===== src/logic/rv_pkg.sv =====
package rv_pkg;

  // ============================================================
  // widths and opcodes
  // ============================================================

  localparam int XLEN = 32;

  localparam logic [6:0] OP     = 7'b0110011;
  localparam logic [6:0] OP_IMM = 7'b0010011;
  localparam logic [6:0] LUI    = 7'b0110111;
  localparam logic [6:0] AUIPC  = 7'b0010111;
  localparam logic [6:0] JAL    = 7'b1101111;
  localparam logic [6:0] JALR   = 7'b1100111;
  localparam logic [6:0] BRANCH = 7'b1100011;

  // funct3 values for ALU ops
  localparam logic [2:0] F3_ADD_SUB = 3'b000;
  localparam logic [2:0] F3_SLL     = 3'b001;
  localparam logic [2:0] F3_SLT     = 3'b010;
  localparam logic [2:0] F3_SLTU    = 3'b011;
  localparam logic [2:0] F3_XOR     = 3'b100;
  localparam logic [2:0] F3_SRL_SRA = 3'b101;
  localparam logic [2:0] F3_OR      = 3'b110;
  localparam logic [2:0] F3_AND     = 3'b111;

  // funct3 values for the two kept branches
  localparam logic [2:0] F3_BEQ = 3'b000;
  localparam logic [2:0] F3_BNE = 3'b001;

  typedef enum logic [3:0] {
    ALU_ADD  = 4'd0,
    ALU_SUB  = 4'd1,
    ALU_SLL  = 4'd2,
    ALU_SLT  = 4'd3,
    ALU_SLTU = 4'd4,
    ALU_XOR  = 4'd5,
    ALU_SRL  = 4'd6,
    ALU_SRA  = 4'd7,
    ALU_OR   = 4'd8,
    ALU_AND  = 4'd9
  } alu_op_t;

  // ============================================================
  // decode controls and stage payloads
  // ============================================================

  typedef struct packed {
    logic    reg_write;
    logic    alu_src_imm;
    logic    pc_as_op1;
    logic    is_lui;
    logic    is_branch;
    logic    branch_ne;
    logic    is_jal;
    logic    is_jalr;
    alu_op_t alu_op;
  } ctrl_t;

  typedef struct packed {
    logic [XLEN-1:0] pc;
    logic [31:0]     instr;
  } if_id_t;

  typedef struct packed {
    logic [XLEN-1:0] pc;
    logic [4:0]      rs1;
    logic [4:0]      rs2;
    logic [4:0]      rd;
    logic [XLEN-1:0] rs1_data;
    logic [XLEN-1:0] rs2_data;
    logic [XLEN-1:0] imm;
    ctrl_t           ctrl;
  } id_ex_t;

  typedef struct packed {
    logic [XLEN-1:0] pc;
    logic [4:0]      rd;
    logic [XLEN-1:0] result;
    logic            reg_write;
  } ex_wb_t;

endpackage


===== src/logic/wb_if.sv =====
`timescale 1ns/1ps

// writeback bundle, rd is already zero when nothing is written
interface wb_if;
  logic        valid;
  logic [4:0]  rd;
  logic [31:0] data;
  logic [31:0] pc;

  modport source (
    output valid, rd, data, pc
  );

  modport sink (
    input valid, rd, data, pc
  );

endinterface


===== src/logic/pipe_stage_reg.sv =====
`timescale 1ns/1ps

module pipe_stage_reg
  import rv_pkg::*;
#(
  parameter type payload_t = logic [XLEN-1:0]
) (
  input  logic     clk,
  input  logic     rst_n_i,
  input  logic     flush_i,
  input  logic     valid_i,
  input  payload_t data_i,
  output logic     valid_o,
  output payload_t data_o
);

  // flush has priority over capture
  always_ff @(posedge clk) begin
    if (!rst_n_i || flush_i) begin
      valid_o <= 1'b0;
    end else begin
      valid_o <= valid_i;
    end
  end

  // payload is qualified by valid_o only
  always_ff @(posedge clk) begin
    data_o <= data_i;
  end

  assert property (@(posedge clk) disable iff (!rst_n_i) !$isunknown(valid_o))
    else $error("stage valid is unknown after reset");

endmodule


===== src/logic/fetch_unit.sv =====
`timescale 1ns/1ps

module fetch_unit
  import rv_pkg::*;
#(
  parameter logic [XLEN-1:0] RESET_PC = '0
) (
  input  logic            clk,
  input  logic            rst_n_i,
  input  logic            redirect_i,
  input  logic [XLEN-1:0] redirect_pc_i,
  output logic [XLEN-1:0] pc_o
);

  logic [XLEN-1:0] pc_q;
  logic [XLEN-1:0] pc_next;

  // redirect from execute beats sequential fetch
  always_comb begin
    if (redirect_i) begin
      pc_next = redirect_pc_i;
    end else begin
      pc_next = pc_q + XLEN'(4);
    end
  end

  always_ff @(posedge clk) begin
    if (!rst_n_i) begin
      pc_q <= RESET_PC;
    end else begin
      pc_q <= pc_next;
    end
  end

  assign pc_o = pc_q;

  // reset value and every redirect target must keep fetch aligned
  assert property (@(posedge clk) disable iff (!rst_n_i) pc_q[1:0] == 2'b00)
    else $error("fetch pc not word aligned: %h", pc_q);

endmodule


===== src/logic/reg_file.sv =====
`timescale 1ns/1ps

module reg_file
  import rv_pkg::*;
(
  input  logic            clk,
  input  logic [4:0]      rs1_i,
  input  logic [4:0]      rs2_i,
  output logic [XLEN-1:0] rs1_data_o,
  output logic [XLEN-1:0] rs2_data_o,
  wb_if.sink              wb
);

  logic [XLEN-1:0] regs [32];
  logic            wr_en;

  // rd is zeroed upstream for non-writing instructions
  assign wr_en = wb.valid && (wb.rd != 5'd0);

  // x0 storage cleared every cycle and never taken by the write port
  always_ff @(posedge clk) begin
    regs[0] <= '0;
    if (wr_en) begin
      regs[wb.rd] <= wb.data;
    end
  end

  // write-first, so the instruction in writeback is seen by decode
  assign rs1_data_o = (wr_en && wb.rd == rs1_i) ? wb.data : regs[rs1_i];
  assign rs2_data_o = (wr_en && wb.rd == rs2_i) ? wb.data : regs[rs2_i];

  assert property (@(posedge clk) (rs1_i == 5'd0) |-> (rs1_data_o == '0))
    else $error("x0 read on port 1 returned %h", rs1_data_o);

  assert property (@(posedge clk) (rs2_i == 5'd0) |-> (rs2_data_o == '0))
    else $error("x0 read on port 2 returned %h", rs2_data_o);

endmodule


===== src/logic/decode_unit.sv =====
`timescale 1ns/1ps

module decode_unit
  import rv_pkg::*;
(
  input  if_id_t in_i,
  wb_if.sink     wb,
  input  logic   clk,
  output id_ex_t out_o
);

  logic [6:0]      opcode;
  logic [2:0]      funct3;
  logic [6:0]      funct7;
  logic [4:0]      rs1;
  logic [4:0]      rs2;
  logic [4:0]      rd;
  logic [XLEN-1:0] imm_i;
  logic [XLEN-1:0] imm_u;
  logic [XLEN-1:0] imm_j;
  logic [XLEN-1:0] imm_b;
  logic [XLEN-1:0] imm;
  logic [XLEN-1:0] rs1_data;
  logic [XLEN-1:0] rs2_data;
  ctrl_t           ctrl;

  // sub only exists in the register form, sra in both
  function automatic alu_op_t alu_decode(input logic [2:0] f3, input logic f7b5,
                                         input logic is_reg);
    case (f3)
      F3_ADD_SUB: return (is_reg && f7b5) ? ALU_SUB : ALU_ADD;
      F3_SLL:     return ALU_SLL;
      F3_SLT:     return ALU_SLT;
      F3_SLTU:    return ALU_SLTU;
      F3_XOR:     return ALU_XOR;
      F3_SRL_SRA: return f7b5 ? ALU_SRA : ALU_SRL;
      F3_OR:      return ALU_OR;
      default:    return ALU_AND;
    endcase
  endfunction

  assign opcode = in_i.instr[6:0];
  assign rd     = in_i.instr[11:7];
  assign funct3 = in_i.instr[14:12];
  assign rs1    = in_i.instr[19:15];
  assign rs2    = in_i.instr[24:20];
  assign funct7 = in_i.instr[31:25];

  // ============================================================
  // immediates
  // ============================================================

  assign imm_i = {{20{in_i.instr[31]}}, in_i.instr[31:20]};
  assign imm_u = {in_i.instr[31:12], 12'b0};
  assign imm_j = {{12{in_i.instr[31]}}, in_i.instr[19:12], in_i.instr[20],
                  in_i.instr[30:21], 1'b0};
  assign imm_b = {{20{in_i.instr[31]}}, in_i.instr[7], in_i.instr[30:25],
                  in_i.instr[11:8], 1'b0};

  // ============================================================
  // control decode
  // ============================================================

  always_comb begin
    ctrl        = '0;
    ctrl.alu_op = ALU_ADD;
    imm         = imm_i;
    case (opcode)
      OP: begin
        ctrl.reg_write = 1'b1;
        ctrl.alu_op    = alu_decode(funct3, funct7[5], 1'b1);
      end
      OP_IMM: begin
        ctrl.reg_write   = 1'b1;
        ctrl.alu_src_imm = 1'b1;
        ctrl.alu_op      = alu_decode(funct3, funct7[5], 1'b0);
      end
      LUI: begin
        ctrl.reg_write = 1'b1;
        ctrl.is_lui    = 1'b1;
        imm            = imm_u;
      end
      AUIPC: begin
        ctrl.reg_write   = 1'b1;
        ctrl.pc_as_op1   = 1'b1;
        ctrl.alu_src_imm = 1'b1;
        imm              = imm_u;
      end
      JAL: begin
        ctrl.reg_write = 1'b1;
        ctrl.pc_as_op1 = 1'b1;
        ctrl.is_jal    = 1'b1;
        imm            = imm_j;
      end
      JALR: begin
        ctrl.reg_write = 1'b1;
        ctrl.pc_as_op1 = 1'b1;
        ctrl.is_jalr   = 1'b1;
      end
      BRANCH: begin
        // only beq and bne, anything else stays a no-op
        ctrl.is_branch = (funct3 == F3_BEQ) || (funct3 == F3_BNE);
        ctrl.branch_ne = (funct3 == F3_BNE);
        imm            = imm_b;
      end
      default: begin
        ctrl.reg_write = 1'b0;
      end
    endcase
  end

  reg_file u_reg_file (
    .clk        (clk),
    .rs1_i      (rs1),
    .rs2_i      (rs2),
    .rs1_data_o (rs1_data),
    .rs2_data_o (rs2_data),
    .wb         (wb)
  );

  assign out_o = '{pc: in_i.pc, rs1: rs1, rs2: rs2, rd: rd, rs1_data: rs1_data,
                   rs2_data: rs2_data, imm: imm, ctrl: ctrl};

endmodule


===== src/logic/execute_unit.sv =====
`timescale 1ns/1ps

module execute_unit
  import rv_pkg::*;
(
  input  logic            clk,
  input  id_ex_t          in_i,
  input  logic            valid_i,
  wb_if.sink              wb,
  output ex_wb_t          out_o,
  output logic            redirect_o,
  output logic [XLEN-1:0] redirect_pc_o
);

  logic [XLEN-1:0] rs1_fwd;
  logic [XLEN-1:0] rs2_fwd;
  logic [XLEN-1:0] op1;
  logic [XLEN-1:0] op2;
  logic [4:0]      shamt;
  logic [XLEN-1:0] alu_res;
  logic [XLEN-1:0] link_pc;
  logic [XLEN-1:0] result;
  logic            branch_taken;

  // ============================================================
  // forwarding from writeback
  // ============================================================

  // the one-ahead instruction sits in writeback now
  assign rs1_fwd = (wb.valid && wb.rd != 5'd0 && wb.rd == in_i.rs1) ? wb.data : in_i.rs1_data;
  assign rs2_fwd = (wb.valid && wb.rd != 5'd0 && wb.rd == in_i.rs2) ? wb.data : in_i.rs2_data;

  assign op1   = in_i.ctrl.pc_as_op1 ? in_i.pc : rs1_fwd;
  assign op2   = in_i.ctrl.alu_src_imm ? in_i.imm : rs2_fwd;
  assign shamt = op2[4:0];

  // ============================================================
  // ALU
  // ============================================================

  always_comb begin
    case (in_i.ctrl.alu_op)
      ALU_ADD:  alu_res = op1 + op2;
      ALU_SUB:  alu_res = op1 - op2;
      ALU_SLL:  alu_res = op1 << shamt;
      ALU_SLT:  alu_res = {{(XLEN-1){1'b0}}, $signed(op1) < $signed(op2)};
      ALU_SLTU: alu_res = {{(XLEN-1){1'b0}}, op1 < op2};
      ALU_XOR:  alu_res = op1 ^ op2;
      ALU_SRL:  alu_res = op1 >> shamt;
      ALU_SRA:  alu_res = $unsigned($signed(op1) >>> shamt);
      ALU_OR:   alu_res = op1 | op2;
      ALU_AND:  alu_res = op1 & op2;
      default:  alu_res = '0;
    endcase
  end

  assign link_pc = in_i.pc + XLEN'(4);

  // branches carry zero data so the trace stays clean
  always_comb begin
    if (!in_i.ctrl.reg_write) begin
      result = '0;
    end else if (in_i.ctrl.is_lui) begin
      result = in_i.imm;
    end else if (in_i.ctrl.is_jal || in_i.ctrl.is_jalr) begin
      result = link_pc;
    end else begin
      result = alu_res;
    end
  end

  // ============================================================
  // branch and jump resolution
  // ============================================================

  assign branch_taken = in_i.ctrl.is_branch && ((rs1_fwd == rs2_fwd) ^ in_i.ctrl.branch_ne);

  assign redirect_o = valid_i && (in_i.ctrl.is_jal || in_i.ctrl.is_jalr || branch_taken);

  assign redirect_pc_o = in_i.ctrl.is_jalr ? ((rs1_fwd + in_i.imm) & ~XLEN'(1))
                                           : (in_i.pc + in_i.imm);

  assign out_o = '{pc: in_i.pc, rd: in_i.rd, result: result,
                   reg_write: in_i.ctrl.reg_write};

  assert property (@(posedge clk) redirect_o |-> (redirect_pc_o[1:0] == 2'b00))
    else $error("redirect target not word aligned: %h", redirect_pc_o);

endmodule


===== src/logic/rv_core.sv =====
`timescale 1ns/1ps

module rv_core
  import rv_pkg::*;
#(
  parameter logic [XLEN-1:0] RESET_PC = '0
) (
  input  logic            clk,
  input  logic            rst_n_i,
  output logic [XLEN-1:0] imem_addr_o,
  input  logic [31:0]     imem_data_i,
  output logic            wb_valid_o,
  output logic [XLEN-1:0] wb_pc_o,
  output logic [4:0]      wb_rd_o,
  output logic [XLEN-1:0] wb_data_o
);

  logic [XLEN-1:0] pc;
  logic            redirect;
  logic [XLEN-1:0] redirect_pc;
  if_id_t          if_id_d;
  if_id_t          if_id_q;
  logic            if_id_valid;
  id_ex_t          id_ex_d;
  id_ex_t          id_ex_q;
  logic            id_ex_valid;
  ex_wb_t          ex_wb_d;
  ex_wb_t          ex_wb_q;
  logic            ex_wb_valid;

  wb_if wb_bus ();

  fetch_unit #(.RESET_PC(RESET_PC)) u_fetch (
    .clk(clk), .rst_n_i(rst_n_i), .redirect_i(redirect),
    .redirect_pc_i(redirect_pc), .pc_o(pc)
  );

  assign imem_addr_o = pc;
  assign if_id_d     = '{pc: pc, instr: imem_data_i};

  // fetch is valid as soon as reset is released
  pipe_stage_reg #(.payload_t(if_id_t)) u_if_id (
    .clk(clk), .rst_n_i(rst_n_i), .flush_i(redirect), .valid_i(rst_n_i),
    .data_i(if_id_d), .valid_o(if_id_valid), .data_o(if_id_q)
  );

  decode_unit u_decode (.in_i(if_id_q), .wb(wb_bus), .clk(clk), .out_o(id_ex_d));

  pipe_stage_reg #(.payload_t(id_ex_t)) u_id_ex (
    .clk(clk), .rst_n_i(rst_n_i), .flush_i(redirect), .valid_i(if_id_valid),
    .data_i(id_ex_d), .valid_o(id_ex_valid), .data_o(id_ex_q)
  );

  execute_unit u_execute (
    .clk(clk), .in_i(id_ex_q), .valid_i(id_ex_valid), .wb(wb_bus),
    .out_o(ex_wb_d), .redirect_o(redirect), .redirect_pc_o(redirect_pc)
  );

  // the redirecting instruction itself always retires
  pipe_stage_reg #(.payload_t(ex_wb_t)) u_ex_wb (
    .clk(clk), .rst_n_i(rst_n_i), .flush_i(1'b0), .valid_i(id_ex_valid),
    .data_i(ex_wb_d), .valid_o(ex_wb_valid), .data_o(ex_wb_q)
  );

  // rd forced to zero when nothing is written
  assign wb_bus.valid = ex_wb_valid;
  assign wb_bus.rd    = ex_wb_q.reg_write ? ex_wb_q.rd : 5'd0;
  assign wb_bus.data  = ex_wb_q.result;
  assign wb_bus.pc    = ex_wb_q.pc;

  assign wb_valid_o = wb_bus.valid;
  assign wb_pc_o    = wb_bus.pc;
  assign wb_rd_o    = wb_bus.rd;
  assign wb_data_o  = wb_bus.data;

endmodule


===== config.mk =====
export PLATFORM = sky130hd
export DESIGN_NAME = rv_core
export DESIGN_NICKNAME = d
export VERILOG_FILES = /design/src/logic/rv_pkg.sv /design/src/logic/wb_if.sv /design/src/logic/pipe_stage_reg.sv /design/src/logic/fetch_unit.sv /design/src/logic/reg_file.sv /design/src/logic/decode_unit.sv /design/src/logic/execute_unit.sv /design/src/logic/rv_core.sv
export SDC_FILE = /design/constraint.sdc
export NUM_CORES = 2
export LEC_CHECK = 0
export ABC_CLOCK_PERIOD_IN_PS = 11400
export BUFFER_PORTS_ARGS = -buffer_cell sky130_fd_sc_hd__buf_4
export CORE_AREA = 2 2 481 340
export DETAILED_ROUTE_END_ITERATION = 6
export DIE_AREA = 0 0 483 342
export PLACE_DENSITY = 0.62
export RECOVER_POWER = 50
export SYNTH_ARGS = -nofsm -noshare
export SYNTH_HDL_FRONTEND = slang
export SYNTH_SLANG_ARGS = --single-unit

===== constraint.sdc =====
create_clock -name clk -period 11.4 [get_ports clk]
set_input_delay 1.71 -clock clk [delete_from_list [all_inputs] [get_ports clk]]
set_output_delay 1.71 -clock clk [all_outputs]
set_load 0.05 [all_outputs]

==> impl_metrics.yaml <==
timing:
  finClkSkew_ns: 0.0380
  slew_headroom_pct: -178
  worst_slack_ns: 3.47
  drv_slew: 1651
  fin_crit_ns: 7.93
  period_share_pct: 69.6
  fmax_mhz: 126
  hold_viol: 0
  fin_setup_tns_ns: 0
  worst_slew_pin_slew_ns: 4.17
  setup_viol: 0
  rsz0062_at_grt: "false"
power_and_ir_drop:
  powerDensity_nw_per_um2: 154
  vdd_drop_max_uv: 133
  p_leak_nw: 28.0
placed_design:
  dp_cells: 7222
  post_dp_cell_area_um2: 75300
  routabilityCongestion: 1.10
  dp_slack_ns: 3.82
  hpwl_um: 190000
  port_buffers: 135
grt:
  grt_pass1_vias: 47557
  grt.overflow.total: 0
  antenna_found_initial: 15
  grt_max_degree: 90
  track_usage_pct: 33.8
  grt_pass1_wl_um: 388000
hold_path:
  whs_endpoint: "u_ex_wb.data_o[35]$_DFF_P_"
  hold_depth: 0
  min-delay-start: "u_id_ex.data_o[110]$_DFF_P_"
  min_path_type: "register to register"
worst_setup_path:
  cp.arrival_ns: 8.63
  r2r_cells: 22
  critPathMaxFanout: 51
  crit_path_start_kind: "register"
  crit_required_ns: 12.10
  reg2reg_setup_slack_ns: 3.47
  critPathCaptureType: "register"
  r2r-start: "u_ex_wb.data_o[0]$_DFF_P_"
  r2r_end: "u_ex_wb.data_o[30]$_SDFF_PN0_"
  worst-setup-path-type: "register to register"
clocking:
  htreeDepth: 4
  cts_resized: 0
  cts_inserted_buffers: 132
  cts_tree: "yes"
  post_cts.repair.setup_buffers: 0
  cts_root_buffer: "clkbuf_16"
  clk_latency_ns: 0.81
  cts_buffer_depth: 3
  hold_buffers: 0
  clkSinkCount: 1348
  clkSlewWorstSetupHoldPaths_ns: 0.07
synth:
  synth.cell_area_um2: 71700
  synthCells: 5169
  synthFlopType: "edfxtp_1"
  yosysSeqAreaShare_pct: 51.5
  synth_warnings: 0
  synth_compound_area_share_pct: 9.54
  synthXorXnorAreaFrac_pct: 2.11
  synthMuxAreaShare_pct: 24.5
  synth_fa_ha_area_share_pct: 2.96
  ys_seq_elements: 1348
  postSynthAreaPerCell_um2: 13.9
  synth-simple-area-share_pct: 5.90
  ys_async_sr_fraction_pct: 0
  synth_top_family_by_area: "multiplexers"
  yosysUniqueCellTypes: 93
  synth-edff-count: 992
detailed_routing:
  viasPerCell: 6.73
  ant_nets: 0
  routed_wl_um: 282000
  first_pass_iters: 6
  post_drt_wl_per_cell_um: 37.8
  route.detailed.drc: 0
  drt_iter0_markers: 7815
  num_vias: 50311
die:
  core_um2: 161000
  num_rows: 124
  initial_core_util_pct: 44.4
  io_pins: 136
  die_area_um2: 165000
  chipHeight_um: 342
  fp.dieW_um: 483
final_layout:
  final_area_um2: 79500
  final_layout_size_suffix_gt1_share_pct: 24.0
  fin_nets: 5415
  area_growth_pct: 10.9
  instances_no_fill: 7472
  n_fill_cell: 13844
outcome:
  status: "complete, but fails checks"
  violations: "capacitance limit, slew limit"
run:
  maxCapViolCount: 46
## synth_stat cells (47+ instances only)
cell type  number  share of area [%]
a221oi_1       49               0.60
mux2i_1       232                3.2
a21o_1         58               0.61
nor2_1        370                1.9
edfxtp_1      992                 42
ha_1          163                2.8
o21ai_0       204                1.4
xor2_1         62               0.76
o211ai_1       47               0.49
nor3_1         72               0.50
mux2_2         73                1.1
nand3_1        60               0.42
xnor2_1       111                1.4
a211oi_1       73               0.76
clkbuf_1      245                1.3
buf_1          82               0.43
mux4_2        640                 20
dfxtp_1       356                9.9
inv_1         148               0.77
a21oi_1       279                1.9
buf_4          69               0.72
nand2_1       223                1.2
## layout by cell type, fill, tap and decap left out, types with 60 or more instances in the layout
cell type	count
mux2i_1	230
a21oi_1	277
mux4_2	640
nand3_1	60
xor2_1	62
nor2_1	339
mux2_2	73
nor3_1	71
buf_4	234
dfxtp_1	351
a211oi_1	73
clkbuf_1	75
o21ai_0	202
edfxtp_1	992
inv_1	148
xnor2_1	111
clkbuf_16	135
nand2_1	223
ha_1	163
## critical path: stages (launching register included)
cell and delay (ns):
dfxtp_1 0.77, nand2_1 0.26, inv_1 0.16, a32o_1 0.26, o221a_4 0.53, mux2i_1 0.15, o21a_2 0.28, buf_4 0.29
clkinv_1 0.16, buf_4 0.56, ha_1 0.33, nor2_1 0.06, a221oi_1 0.55, nor3_1 0.16, o31a_1 0.46, o31ai_1 0.77
o21ai_0 0.39, o21ai_0 0.50, a2111oi_0 0.20, a211oi_1 0.25, xnor2_1 0.17, nand2_1 0.07, a221oi_1 0.31
## through the flow
step	utilization (%)	hold slack, ns	total power [mW]
after floorplan	-	0.310	6.90
after global placement	46.6	0.309	7.71
after detailed placement	46.6	0.312	7.69
after CTS	49.4	0.321	12.2
after global routing	49.3	0.329	12.6
final	49.3	0.321	12.3
## power by group
group | total (mW) | leakage, nW | switching (mW) | internal, mW
clock | 4.57 | 2.18 | 2.00 | 2.58
sequential | 5.43 | 12.3 | 0.130 | 5.30
combinational | 2.27 | 13.6 | 1.45 | 0.826
## state kept, by name, indices dropped and copies added (netlist names)
register	flops
u_decode.u_reg_file.regs	1024
u_id_ex.data_o	155
u_ex_wb.data_o	70
u_if_id.data_o	64
u_fetch.pc_o	32
u_ex_wb.valid_o	1
u_id_ex.valid_o	1
u_if_id.valid_o	1
## final cells by class
class / count / area (um^2) / area share [%]
diodes: 9 / 22.5 / 0.0283
clock inverters: 58 / 761 / 0.956
flip-flops and latches: 1348 / 36900 / 46.4
clock buffers: 183 / 3710 / 4.66
repair buffers: 309 / 2170 / 2.73
well taps: 2142 / 2680 / 3.37
multi-input cells: 3269 / 32700 / 41.1
inverters: 154 / 578 / 0.727
## routing by layer
metal	vias to the layer above	wire length, um	GRT usage, %
met2	3311	110000	43.9
met1	26018	122000	50.4
met4	24	6450	7.76
li1	20530	-	-
met5	-	567	1.82
met3	428	42800	16.0
## worst max path at each step
stage / end / slack (ns) / cells past startpoint / start
6_report: u_ex_wb.data_o[30]$_SDFF_PN0_ / 3.47 / 22 / u_ex_wb.data_o[0]$_DFF_P_
5_1_grt: u_ex_wb.data_o[30]$_SDFF_PN0_ / 3.16 / 20 / u_ex_wb.data_o[0]$_DFF_P_
4_1_cts: u_ex_wb.data_o[28]$_SDFF_PN0_ / 3.81 / 19 / u_ex_wb.data_o[0]$_DFF_P_
3_5_place_dp: u_ex_wb.data_o[28]$_SDFF_PN0_ / 3.82 / 19 / u_ex_wb.data_o[0]$_DFF_P_
3_3_place_gp: u_ex_wb.data_o[31]$_SDFF_PN0_ / 3.90 / 19 / u_ex_wb.data_o[0]$_DFF_P_
2_1_floorplan: u_ex_wb.data_o[31]$_SDFF_PN0_ / 5.23 / 24 / u_ex_wb.data_o[0]$_DFF_P_
## logic make-up (layout without fill, tap and decap cells)
| group | count (synthesis) | in the layout |
|---|---|---|
| flops | 1348 | 1348 |
| compound gates | 1026 | 1026 |
| mux | 946 | 946 |
| simple gates | 925 | 925 |
| buf+inv | 583 | 704 |
| xor+xnor | 173 | 173 |
| fa+ha+maj | 167 | 167 |
| other cells | 1 | 41 |
Note: power is estimated with default switching activity, not from simulation.
